File: src/verilog/tconv_cfg_pkg.sv
package tconv_cfg_pkg;

    // ==================================================
    // Data widths
    // ==================================================
    // Signed sample and tap width
    parameter int DW = 16;
    // Signed accumulator width, full product fits
    parameter int ACC_W = 32;

    // ==================================================
    // Address widths and depths
    // ==================================================
    // Input line, 16 samples
    parameter int IF_ADDR_W = 4;
    parameter int LINE_WORDS = 2 ** IF_ADDR_W;
    // Accumulator RAM, 64 output words
    parameter int OUT_ADDR_W = 6;
    parameter int OUT_WORDS = 2 ** OUT_ADDR_W;

    // ==================================================
    // Command field limits
    // ==================================================
    // Tap index on the write port
    parameter int TAP_W = 2;
    // Leading output positions dropped
    parameter int CROP_W = 2;
    // Upsampling step, 1 or 2
    parameter int MAX_STRIDE = 2;
    parameter int STRIDE_W = $clog2(MAX_STRIDE + 1);

endpackage

File: src/verilog/tconv_types_pkg.sv
package tconv_types_pkg;

    // ==================================================
    // Job command
    // ==================================================
    // Latched by the producer on start
    typedef struct packed {
        logic [tconv_cfg_pkg::IF_ADDR_W:0]    count;
        logic [tconv_cfg_pkg::STRIDE_W-1:0]   stride;
        logic [tconv_cfg_pkg::CROP_W-1:0]     crop;
        logic [tconv_cfg_pkg::OUT_ADDR_W:0]   out_len;
    } job_cmd_t;

    // ==================================================
    // Tagged partial product
    // ==================================================
    // keep low means the mapped address fell outside the output
    typedef struct packed {
        logic signed [tconv_cfg_pkg::ACC_W-1:0] value;
        logic [tconv_cfg_pkg::OUT_ADDR_W-1:0]   out_addr;
        logic                                   keep;
    } partial_t;

    // ==================================================
    // Write ports
    // ==================================================
    // Single-cycle strobes, idle only
    typedef struct packed {
        logic                                we;
        logic [tconv_cfg_pkg::TAP_W-1:0]     tap;
        logic signed [tconv_cfg_pkg::DW-1:0] data;
    } tap_wr_t;

    typedef struct packed {
        logic                                 we;
        logic [tconv_cfg_pkg::IF_ADDR_W-1:0]  addr;
        logic signed [tconv_cfg_pkg::DW-1:0]  data;
    } line_wr_t;

endpackage

File: src/verilog/partial_producer.sv
`timescale 1ns/1ns

module partial_producer #(
    parameter int DIM = 4
) (
    input  logic                           clk,
    input  logic                           reset,
    input  tconv_types_pkg::tap_wr_t       tap_wr,
    input  tconv_types_pkg::line_wr_t      line_wr,
    input  logic                           start,
    input  tconv_types_pkg::job_cmd_t      cmd,
    input  logic                           full,
    output logic                           push,
    output tconv_types_pkg::partial_t      data,
    output logic                           busy
);

    localparam int C_W = (DIM > 1) ? $clog2(DIM) : 1;

    // Tap registers and input line memory
    logic signed [tconv_cfg_pkg::DW-1:0] taps [DIM];
    logic signed [tconv_cfg_pkg::DW-1:0] line_mem [tconv_cfg_pkg::LINE_WORDS];

    // Loop state
    tconv_types_pkg::job_cmd_t            cmd_q;
    logic                                 run;
    logic [tconv_cfg_pkg::IF_ADDR_W-1:0]  i_cnt;
    logic [C_W-1:0]                       c_cnt;
    logic [tconv_cfg_pkg::IF_ADDR_W:0]    cur_count;
    logic                                 start_ok;
    logic                                 issue;

    // Stage 1, operands read
    logic                                 s1_valid;
    logic signed [tconv_cfg_pkg::DW-1:0]  s1_x;
    logic signed [tconv_cfg_pkg::DW-1:0]  s1_w;
    logic [tconv_cfg_pkg::IF_ADDR_W-1:0]  s1_i;
    logic [C_W-1:0]                       s1_c;

    // Stage 2, product and mapped address
    logic                                 s2_valid;
    tconv_types_pkg::partial_t            s2_data;
    tconv_types_pkg::partial_t            s2_next;

    // ==================================================
    // Storage writes
    // ==================================================
    always_ff @(posedge clk) begin
        // Out-of-range tap index dropped
        if (tap_wr.we && (int'(tap_wr.tap) < DIM))
            taps[tap_wr.tap[C_W-1:0]] <= tap_wr.data;
        if (line_wr.we)
            line_mem[line_wr.addr] <= line_wr.data;
    end

    // ==================================================
    // Sample and tap loop
    // ==================================================
    // Zero-length jobs never start
    assign start_ok  = start && !busy && (cmd.count != '0);
    // First issue happens in the start cycle itself
    assign cur_count = run ? cmd_q.count : cmd.count;
    assign issue     = (run || start_ok) && !full;

    always_ff @(posedge clk) begin
        if (reset) begin
            run   <= 1'b0;
            i_cnt <= '0;
            c_cnt <= '0;
        end else if (issue) begin
            if (c_cnt == C_W'(DIM - 1)) begin
                c_cnt <= '0;
                if ({1'b0, i_cnt} == cur_count - 1'b1) begin
                    // Last sample, back to idle
                    i_cnt <= '0;
                    run   <= 1'b0;
                end else begin
                    i_cnt <= i_cnt + 1'b1;
                    run   <= 1'b1;
                end
            end else begin
                c_cnt <= c_cnt + 1'b1;
                run   <= 1'b1;
            end
        end else if (start_ok) begin
            // Start under full, loop waits at position zero
            run <= 1'b1;
        end
    end

    always_ff @(posedge clk) begin
        if (start_ok)
            cmd_q <= cmd;
    end

    // ==================================================
    // Two-stage pipeline
    // ==================================================
    always_comb begin
        int pos;
        // Raw output position minus crop
        pos = int'(s1_i) * int'(cmd_q.stride) + int'(s1_c) - int'(cmd_q.crop);
        s2_next.value    = tconv_cfg_pkg::ACC_W'(s1_x * s1_w);
        s2_next.out_addr = tconv_cfg_pkg::OUT_ADDR_W'(pos);
        s2_next.keep     = (pos >= 0) && (pos < int'(cmd_q.out_len));
    end

    // Valid bits, frozen while full
    always_ff @(posedge clk) begin
        if (reset) begin
            s1_valid <= 1'b0;
            s2_valid <= 1'b0;
        end else if (!full) begin
            s1_valid <= issue;
            s2_valid <= s1_valid;
        end
    end

    // Payload
    always_ff @(posedge clk) begin
        if (!full) begin
            s1_x    <= line_mem[i_cnt];
            s1_w    <= taps[c_cnt];
            s1_i    <= i_cnt;
            s1_c    <= c_cnt;
            s2_data <= s2_next;
        end
    end

    assign push = s2_valid && !full;
    assign data = s2_data;
    assign busy = run || s1_valid || s2_valid;

    // ==================================================
    // Checks
    // ==================================================
    // Held partial survives back-pressure unchanged
    a_hold_on_full: assert property (@(posedge clk) disable iff (reset)
        s2_valid && full |=> s2_valid && $stable(data));

endmodule

File: src/verilog/partial_fifo.sv
`timescale 1ns/1ns

module partial_fifo #(
    parameter int FIFO_DEPTH = 8
) (
    input  logic                       clk,
    input  logic                       reset,
    input  logic                       push,
    input  tconv_types_pkg::partial_t  push_data,
    input  logic                       pop,
    output tconv_types_pkg::partial_t  head,
    output logic                       full,
    output logic                       empty
);

    localparam int PTR_W = (FIFO_DEPTH > 1) ? $clog2(FIFO_DEPTH) : 1;

    tconv_types_pkg::partial_t mem [FIFO_DEPTH];
    logic [PTR_W-1:0]          wr_ptr;
    logic [PTR_W-1:0]          rd_ptr;
    logic [PTR_W:0]            count;
    logic                      do_push;
    logic                      do_pop;

    // Illegal requests have no effect
    assign do_push = push && !full;
    assign do_pop  = pop && !empty;

    // ==================================================
    // Pointers and occupancy
    // ==================================================
    always_ff @(posedge clk) begin
        if (reset) begin
            wr_ptr <= '0;
            rd_ptr <= '0;
            count  <= '0;
        end else begin
            if (do_push)
                wr_ptr <= (wr_ptr == PTR_W'(FIFO_DEPTH - 1)) ? '0 : wr_ptr + 1'b1;
            if (do_pop)
                rd_ptr <= (rd_ptr == PTR_W'(FIFO_DEPTH - 1)) ? '0 : rd_ptr + 1'b1;
            // Simultaneous push and pop leaves count alone
            if (do_push && !do_pop)
                count <= count + 1'b1;
            else if (do_pop && !do_push)
                count <= count - 1'b1;
        end
    end

    // Entry storage
    always_ff @(posedge clk) begin
        if (do_push)
            mem[wr_ptr] <= push_data;
    end

    // Head shows in the cycle after the push
    assign head  = mem[rd_ptr];
    assign full  = (count == (PTR_W + 1)'(FIFO_DEPTH));
    assign empty = (count == '0);

    // ==================================================
    // Checks
    // ==================================================
    a_no_overflow: assert property (@(posedge clk) disable iff (reset)
        push |-> !full);

    a_no_underflow: assert property (@(posedge clk) disable iff (reset)
        pop |-> !empty);

endmodule

File: src/verilog/overlap_accumulator.sv
`timescale 1ns/1ns

module overlap_accumulator (
    input  logic                                     clk,
    input  logic                                     reset,
    input  tconv_types_pkg::partial_t                head,
    input  logic                                     empty,
    output logic                                     pop,
    input  logic                                     clear,
    input  logic [tconv_cfg_pkg::OUT_ADDR_W-1:0]     rd_addr,
    output logic signed [tconv_cfg_pkg::ACC_W-1:0]   rd_data,
    output logic                                     write_pending,
    output logic                                     busy
);

    // Accumulator RAM
    logic signed [tconv_cfg_pkg::ACC_W-1:0] acc_mem [tconv_cfg_pkg::OUT_WORDS];

    // Write in flight
    logic                                    pend_valid;
    logic [tconv_cfg_pkg::OUT_ADDR_W-1:0]    pend_addr;
    logic signed [tconv_cfg_pkg::ACC_W-1:0]  pend_value;
    logic signed [tconv_cfg_pkg::ACC_W-1:0]  old_q;

    // Clear sweep
    logic [tconv_cfg_pkg::OUT_ADDR_W-1:0]    sweep_addr;

    // Read-after-write hazard
    logic                                    stall;

    // ==================================================
    // Pop control
    // ==================================================
    // Same word as the pending write, wait one cycle
    // Discarded entries never touch the RAM, no stall needed
    assign stall = pend_valid && head.keep && (head.out_addr == pend_addr);

    // Sweep and its start cycle both block pops
    assign pop = !empty && !stall && !busy && !clear;

    always_ff @(posedge clk) begin
        if (reset) begin
            pend_valid <= 1'b0;
            busy       <= 1'b0;
            sweep_addr <= '0;
        end else begin
            pend_valid <= pop && head.keep;
            if (clear) begin
                busy       <= 1'b1;
                sweep_addr <= '0;
            end else if (busy) begin
                // Last word zeroed, sweep done
                if (sweep_addr == tconv_cfg_pkg::OUT_ADDR_W'(tconv_cfg_pkg::OUT_WORDS - 1))
                    busy <= 1'b0;
                sweep_addr <= sweep_addr + 1'b1;
            end
        end
    end

    // ==================================================
    // Read-modify-write
    // ==================================================
    // Old sum read at pop
    always_ff @(posedge clk) begin
        if (pop) begin
            old_q      <= acc_mem[head.out_addr];
            pend_value <= head.value;
            pend_addr  <= head.out_addr;
        end
    end

    // Single write port, sweep first
    always_ff @(posedge clk) begin
        if (busy)
            acc_mem[sweep_addr] <= '0;
        else if (pend_valid)
            acc_mem[pend_addr] <= old_q + pend_value;
    end

    // ==================================================
    // External read
    // ==================================================
    // One-cycle latency
    always_ff @(posedge clk) begin
        rd_data <= acc_mem[rd_addr];
    end

    assign write_pending = pend_valid;

    // ==================================================
    // Checks
    // ==================================================
    // Write from a pop before the clear never lands inside the sweep
    a_sweep_exclusive: assert property (@(posedge clk) disable iff (reset)
        busy |-> !write_pending);

endmodule

File: src/verilog/tconv_top.sv
`timescale 1ns/1ns

module tconv_top #(
    parameter int DIM        = 4,
    parameter int FIFO_DEPTH = 8
) (
    input  logic                                     clk,
    input  logic                                     reset,
    input  tconv_types_pkg::tap_wr_t                 tap_wr,
    input  tconv_types_pkg::line_wr_t                line_wr,
    input  logic                                     start,
    input  tconv_types_pkg::job_cmd_t                cmd,
    input  logic                                     clear,
    input  logic [tconv_cfg_pkg::OUT_ADDR_W-1:0]     rd_addr,
    output logic signed [tconv_cfg_pkg::ACC_W-1:0]   rd_data,
    output logic                                     job_done,
    output logic                                     acc_busy
);

    // Producer to FIFO
    logic                       push;
    tconv_types_pkg::partial_t  push_data;
    logic                       full;
    logic                       prod_busy;

    // FIFO to accumulator
    tconv_types_pkg::partial_t  head;
    logic                       empty;
    logic                       pop;
    logic                       write_pending;

    // Set by start, cleared by job_done
    logic                       job_active;

    // ==================================================
    // Producer
    // ==================================================
    partial_producer #(
        .DIM(DIM)
    ) u_producer (
        .clk(clk),
        .reset(reset),
        .tap_wr(tap_wr),
        .line_wr(line_wr),
        .start(start),
        .cmd(cmd),
        .full(full),
        .push(push),
        .data(push_data),
        .busy(prod_busy)
    );

    // ==================================================
    // Partial FIFO
    // ==================================================
    partial_fifo #(
        .FIFO_DEPTH(FIFO_DEPTH)
    ) u_fifo (
        .clk(clk),
        .reset(reset),
        .push(push),
        .push_data(push_data),
        .pop(pop),
        .head(head),
        .full(full),
        .empty(empty)
    );

    // ==================================================
    // Accumulator
    // ==================================================
    overlap_accumulator u_accum (
        .clk(clk),
        .reset(reset),
        .head(head),
        .empty(empty),
        .pop(pop),
        .clear(clear),
        .rd_addr(rd_addr),
        .rd_data(rd_data),
        .write_pending(write_pending),
        .busy(acc_busy)
    );

    // ==================================================
    // Job completion
    // ==================================================
    // Whole chain drained
    assign job_done = job_active && !prod_busy && empty && !write_pending;

    always_ff @(posedge clk) begin
        if (reset)
            job_active <= 1'b0;
        else if (start)
            job_active <= 1'b1;
        else if (job_done)
            job_active <= 1'b0;
    end

endmodule

File: config.mk
export PLATFORM = sky130hd
export DESIGN_NAME = tconv_top
export DESIGN_NICKNAME = d
export VERILOG_FILES = /design/src/verilog/tconv_cfg_pkg.sv /design/src/verilog/tconv_types_pkg.sv /design/src/verilog/partial_producer.sv /design/src/verilog/partial_fifo.sv /design/src/verilog/overlap_accumulator.sv /design/src/verilog/tconv_top.sv
export SDC_FILE = /design/constraint.sdc
export NUM_CORES = 2
export LEC_CHECK = 0
export ABC_AREA = 0
export BUFFER_PORTS_ARGS = -buffer_cell sky130_fd_sc_hd__buf_2
export CAP_MARGIN = 20
export CORE_ASPECT_RATIO = 2
export CORE_MARGIN = 3
export CORE_UTILIZATION = 50
export DETAILED_ROUTE_END_ITERATION = 7
export GPL_ROUTABILITY_DRIVEN = 1
export GPL_TIMING_DRIVEN = 0
export HOLD_SLACK_MARGIN = 0.1
export PLACE_DENSITY = 0.73
export SLEW_MARGIN = 15
export SYNTH_ARGS = -nofsm -noshare
export SYNTH_HDL_FRONTEND = slang
export SYNTH_SLANG_ARGS = --single-unit
File: constraint.sdc
create_clock -name clk -period 9.69 [get_ports clk]
set_input_delay 0.969 -clock clk [delete_from_list [all_inputs] [get_ports clk]]
set_output_delay 0.969 -clock clk [all_outputs]
set_load 0.01 [all_outputs]
-- Word level (Yosys, flattened, before mapping)
Memory sizes are Yosys's and may differ from the RTL's. A register that Yosys moved wholly into a read port is not among the register bits.
Cells that the tools add are included.
- add/subtract/negate cells: 11
- multipliers: 2
- order comparisons: 2
- eq/ne operators: 7
- muxes and demuxes: 32
- reduce and logical (&&, ||, !) cells: 40
- operator list (operator ; number):
    $add 32x3->32 ; 1
    $add 32x32->32 ; 1
    $ge 32x1->1 const B ; 1
    $lt 32x8->1 ; 1
    $mul 16x16->32 ; 1
    $mux 32 ; 1
    $reduce_or 32->1 ; 1
    $sub 32x3->32 ; 1
    $mux 1 ; 21
    $logic_and 1x1->1 ; 18
    $mux 3 ; 4
    $mux 4 ; 3
    $logic_not 1->1 ; 11
    $add 4x1->4 const B ; 2
    $add 3x1->3 const B ; 2
    $add 6x1->6 const B ; 1
    $eq 3x3->1 const B ; 2
    $eq 6x6->1 ; 1
    $eq 6x6->1 const B ; 1
    $mul 4x2->6 ; 1
    $mux 6 ; 1
    $reduce_bool 2->1 ; 3
    $eq 4x5->1 ; 1
    $mux 5 ; 1
    11 further kinds ; 13
- register bits: 127
- memory bits (writable): 2680
- input bits: 66
- output and inout bits: 34
- logic and storage cells: 121
- memories: 4
- memory list (memory ; words ; width ; read ports ; clocked after memory_dff ; write ports ; line ; text):
    u_accum.acc_mem ; 64 ; 32 ; 2 ; 2 ; 1 ; overlap_accumulator.sv:17 ; logic signed [tconv_cfg_pkg::ACC_W-1:0] acc_mem [tconv_cfg_pkg::OUT_WORDS];
    u_fifo.mem ; 8 ; 39 ; 1 ; 1 ; 1 ; partial_fifo.sv:18 ; tconv_types_pkg::partial_t mem [FIFO_DEPTH];
    u_producer.line_mem ; 16 ; 16 ; 1 ; 1 ; 1 ; partial_producer.sv:22 ; logic signed [tconv_cfg_pkg::DW-1:0] line_mem [tconv_cfg_pkg::LINE_WORDS];
    u_producer.taps ; 4 ; 16 ; 1 ; 1 ; 1 ; partial_producer.sv:21 ; logic signed [tconv_cfg_pkg::DW-1:0] taps [DIM];

-- Longest topological paths before layout
- word-level depth: 10
- depth in mapped cells: 22
- gate-level depth less buffers: 21

-- Modules after synthesis
Synthesis repeated with hierarchy kept, for this count alone.
- cell total of the unflattened synthesis: 6862
- area, all modules: 137275.4 µm²
- by module, submodules not included (module ; instances ; cells each ; area each (µm²) ; seq. area each (µm²)):
    overlap_accumulator ; 1 ; 4550 ; 99017.5 ; 64401.8
    partial_producer ; 1 ; 1780 ; 25732.2 ; 12582.1
    partial_fifo ; 1 ; 527 ; 12469.5 ; 9629.2
    tconv_top ; 1 ; 5 ; 56.3 ; 20.0

-- Worst setup path before layout
No wires, ideal clock.
- path kind: register -> register
- start point: register with a tool-made name
- end point: register u_fifo.count[3]
- setup time: 0.071 ns
- data arrival time: 8.106 ns
- data required time: 9.619 ns
- slack: 1.514 ns
- stages on the path, launching flop included: 17
- path buffers: 2
- clock period less this slack: 8.176 ns
- path through: dfxtp_1 -> buf_2 -> buf_4 -> mux4_2 -> mux2i_1 -> xnor2_1 -> nor4_1 -> a2111oi_2 -> inv_2 -> ha_1 -> inv_1 -> ha_1 -> a21o_1 -> a21oi_1 -> xnor2_1 -> or3_1 -> a21oi_1
- RTL lines (what ; line ; text):
    end signal: assignment ; partial_fifo.sv:44 ; count <= count + 1'b1;
    end signal: assignment ; partial_fifo.sv:46 ; count <= count - 1'b1;
    end: declaration ; partial_fifo.sv:21 ; logic [PTR_W:0] count;

==> results.md <==
* Outcome: finished, violations left
* Violated checks: DRC
* WP buf/inv at 6
* TritonCTS Buffers at 248
* Die Width at 374.4 um
* Slowest cell on crit path: clkbuf_1
* DR vias/cell at 7.582
* H-Tree Depth at 4
* Core area at 0.2703 sq mm
* Clock Latency Late Sink at 1.00 ns
* Largest stage delay, worst path at 0.92 ns
* Initial DRC count at 14924
* Unrepaired setup endpoints after global routing: no
* Largest net degree at the start of global routing at 65
* Die area at 0.2781 sq mm
* FMAX at 0.1196 GHz
* Gr ovfl total at 0
* First-pass GRT wire length at 758.2 mm
* Crit path top cell by count: fa_1
* Pins Over Slew Limit at 0
* # setup viols final at 0
* Max-Cap Viols at 0
* CP required at 10.42 ns
* Synth cell types at 64
* Yosys Warn Count at 0
* Starting Density at 0.5022
* Hold Slack at 0.2419 ns
* Nets at 7976
* Root Driver: clkbuf_16
* Setup bufs post-CTS at 0
* # hold bufs at CTS at 0
* Rows at 270
* Slew HR at 0.1113
* Clock buffer depth at 4
* FF+latch count, synth at 2906
* Post-route minimum period at 8.363 ns
* HP Class: in -> reg
* Arrival time worst endpoint at 9.10 ns
* Post-route setup slack at 1.327 ns
* Pre-antenna DRT Iters at 8
* DRC violations left at 5
* CTS tree: built
* Post-CTS resize count at 0
* Via count at 85714
* Hpwl dp at 410.0 mm
* EDFF count, synth at 2843
* Port Buffers at 93
* Type of the worst setup path: reg -> reg
* Hold Fails Final Rpt at 0
* DR WL/cell at 50.57 um
* Actual slew at the worst max-slew pin at 1.333 ns
* Synth Flop Type: edfxtp_1
* IO Pins at 100
* Sequential fraction of the synthesis area at 0.6383
* Syn_nets at 7285
* Routed Antenna Nets at 0
* Worst-path maximum fanout at 10
* DIE HEIGHT at 742.8 um
* Setup WS pre-CTS at 1.594 ns
* CP cell instances: clkbuf_1, nand2_1, fa_1, inv_1, fa_1, inv_1, fa_1, inv_1, fa_1, fa_1, inv_1, fa_1, inv_1, ha_1, a211o_1, o211a_1, and3b_1, a21oi_1, a41o_1, or4b_2, o211ai_1
* Syn Inst Count at 6809
* Mapped Area at 0.1357 sq mm
* Layout cell share with drive strength beyond 1 at 0.3377
* Drt total wl at 571.7 mm
* Final Util at 0.5769
* CP startpoint kind: flop
* Final Cycle Share at 0.8630
* Final Skew at 0.1081 ns
* CP delay by family, top: adder cells
* Vias in the first global route at 85833
* Total negative slack at 0 ns
* GRT Util Overall at 0.4181
* GP Congestion at 1.061
* Initial antenna violation count at 69
* Area delta synth->final at 14.87%
* Clock-pin slew on the worst setup and hold paths at 0.07 ns
* Syn Area/Cell at 19.93 sq um
* CP endpoint kind: flop
* Post-synth ARST share at 0
* Sink Count at 2906
[cell usage in the layout, fill, tap and decap left out, types with 27 or more instances in the layout]
master	instances
nand2_1	210
clkbuf_2	148
nor2_4	88
mux2_2	45
and2_1	135
inv_1	316
mux2i_1	28
clkbuf_1	165
or2_1	31
ha_1	143
nor2_1	89
diode_2	73
clkbuf_16	248
dfxtp_1	63
xor2_1	27
nand4_1	70
buf_6	44
buf_4	85
buf_12	156
buf_16	57
o21ai_0	41
fa_1	267
a22oi_1	252
mux4_2	1344
buf_2	196
a21oi_1	56
clkinv_2	43
a21o_1	30
xnor2_1	51
clkinv_1	42
edfxtp_1	2843
[metal layers]
metal / vias to the layer above / global-route usage / part of all wire
li1: 29787 / - / -
met1: 43200 / 0.3828 / 0.24
met2: 9150 / 0.6530 / 0.47
met3: 3541 / 0.1838 / 0.14
met4: 36 / 0.4602 / 0.15
met5: - / 0.01610 / 0.0013
[cells by family after synthesis]
logic type | Yosys count | share of synthesized area
adder cells (fa/ha/maj) | 410 | 0.05256
multiplexers | 1420 | 0.2293
flip-flops | 2906 | 0.6383
buffers and inverters | 725 | 0.02111
XOR/XNOR | 79 | 0.005098
AND/OR/NAND/NOR | 807 | 0.02969
AO/OA/AOI/OAI | 462 | 0.02399
[stage by stage]
stage | instances | instance area, sq um
floorplan | 6809 | 135700
detailed placement | 10769 | 147500
global placement | 10438 | 140600
global route | 11241 | 155800
finish | 11305 | 155900
CTS | 11215 | 155500
[sequential cells by signal, summed over array words and instances (netlist names), 4 cells and up, named ones only]
name	flops
u_accum.acc_mem	2048
u_accum.sweep_addr	6
u_producer.data	39
u_producer.s1_w	16
u_producer.i_cnt	4
u_producer.taps	64
u_accum.pend_addr	6
u_fifo.mem	312
u_accum.pend_value	32
u_accum.rd_data	32
u_accum.old_q	32
u_producer.line_mem	256
u_producer.s1_x	16
u_producer.cmd_q	16
u_producer.s1_i	4
u_fifo.count	4
[final cells by class]
cell class                      instances  area [sq um]
Sequential cell                      2906         86630
Clock buffer                          296          6406
Buffer                                406          1916
Multi-Input combinational cell       3178         47100
Timing Repair Buffer                  441          6474
Antenna cell                           73         182.7
Fill cell                           19360        114300
Tap cell                             3536          4424
Clock inverter                        150          1577
Inverter                              319          1197
[path summary, 6_finish.rpt]
kind                               startpoint                             to  slack (ns)  cells after the start
max              u_producer.s1_x[7]$_DFFE_PN_  u_producer.data[34]$_DFFE_PN_        1.33                     21
min                                    cmd[3]  u_producer.cmd_q[3]$_DFFE_PP_        0.24                      1
max reg2reg      u_producer.s1_x[7]$_DFFE_PN_  u_producer.data[34]$_DFFE_PN_        1.33                     21
min reg2reg  u_producer.i_cnt[3]$_SDFFE_PP0P_   u_producer.s1_i[3]$_DFFE_PN_        0.45                      0
[cells in the mapped netlist (15+ instances only)]
cell | instances | area share
a22oi_1 | 252 | 0.014
or2_1 | 31 | 0.0014
clkbuf_1 | 266 | 0.0074
mux4_2 | 1344 | 0.22
inv_1 | 316 | 0.0087
nand3_1 | 28 | 0.0010
buf_2 | 46 | 0.0017
nand4_1 | 70 | 0.0032
xnor2_1 | 51 | 0.0033
nand2b_1 | 17 | 0.00078
mux2i_1 | 28 | 0.0021
xor2_1 | 28 | 0.0018
nor2_1 | 187 | 0.0052
buf_1 | 71 | 0.0020
a21o_1 | 30 | 0.0017
a31oi_1 | 15 | 0.00069
a21oi_1 | 57 | 0.0021
edfxtp_1 | 2843 | 0.63
nor3_1 | 41 | 0.0015
o21ai_0 | 42 | 0.0015
buf_4 | 23 | 0.0013
fa_1 | 267 | 0.039
nand2_1 | 211 | 0.0058
mux2_2 | 45 | 0.0037
ha_1 | 143 | 0.013
and2_1 | 137 | 0.0063
dfxtp_1 | 63 | 0.0093
Power is left out: the tool's default activity adds up to more than one toggle a clock period on the data nets, which glitch-free logic cannot reach.
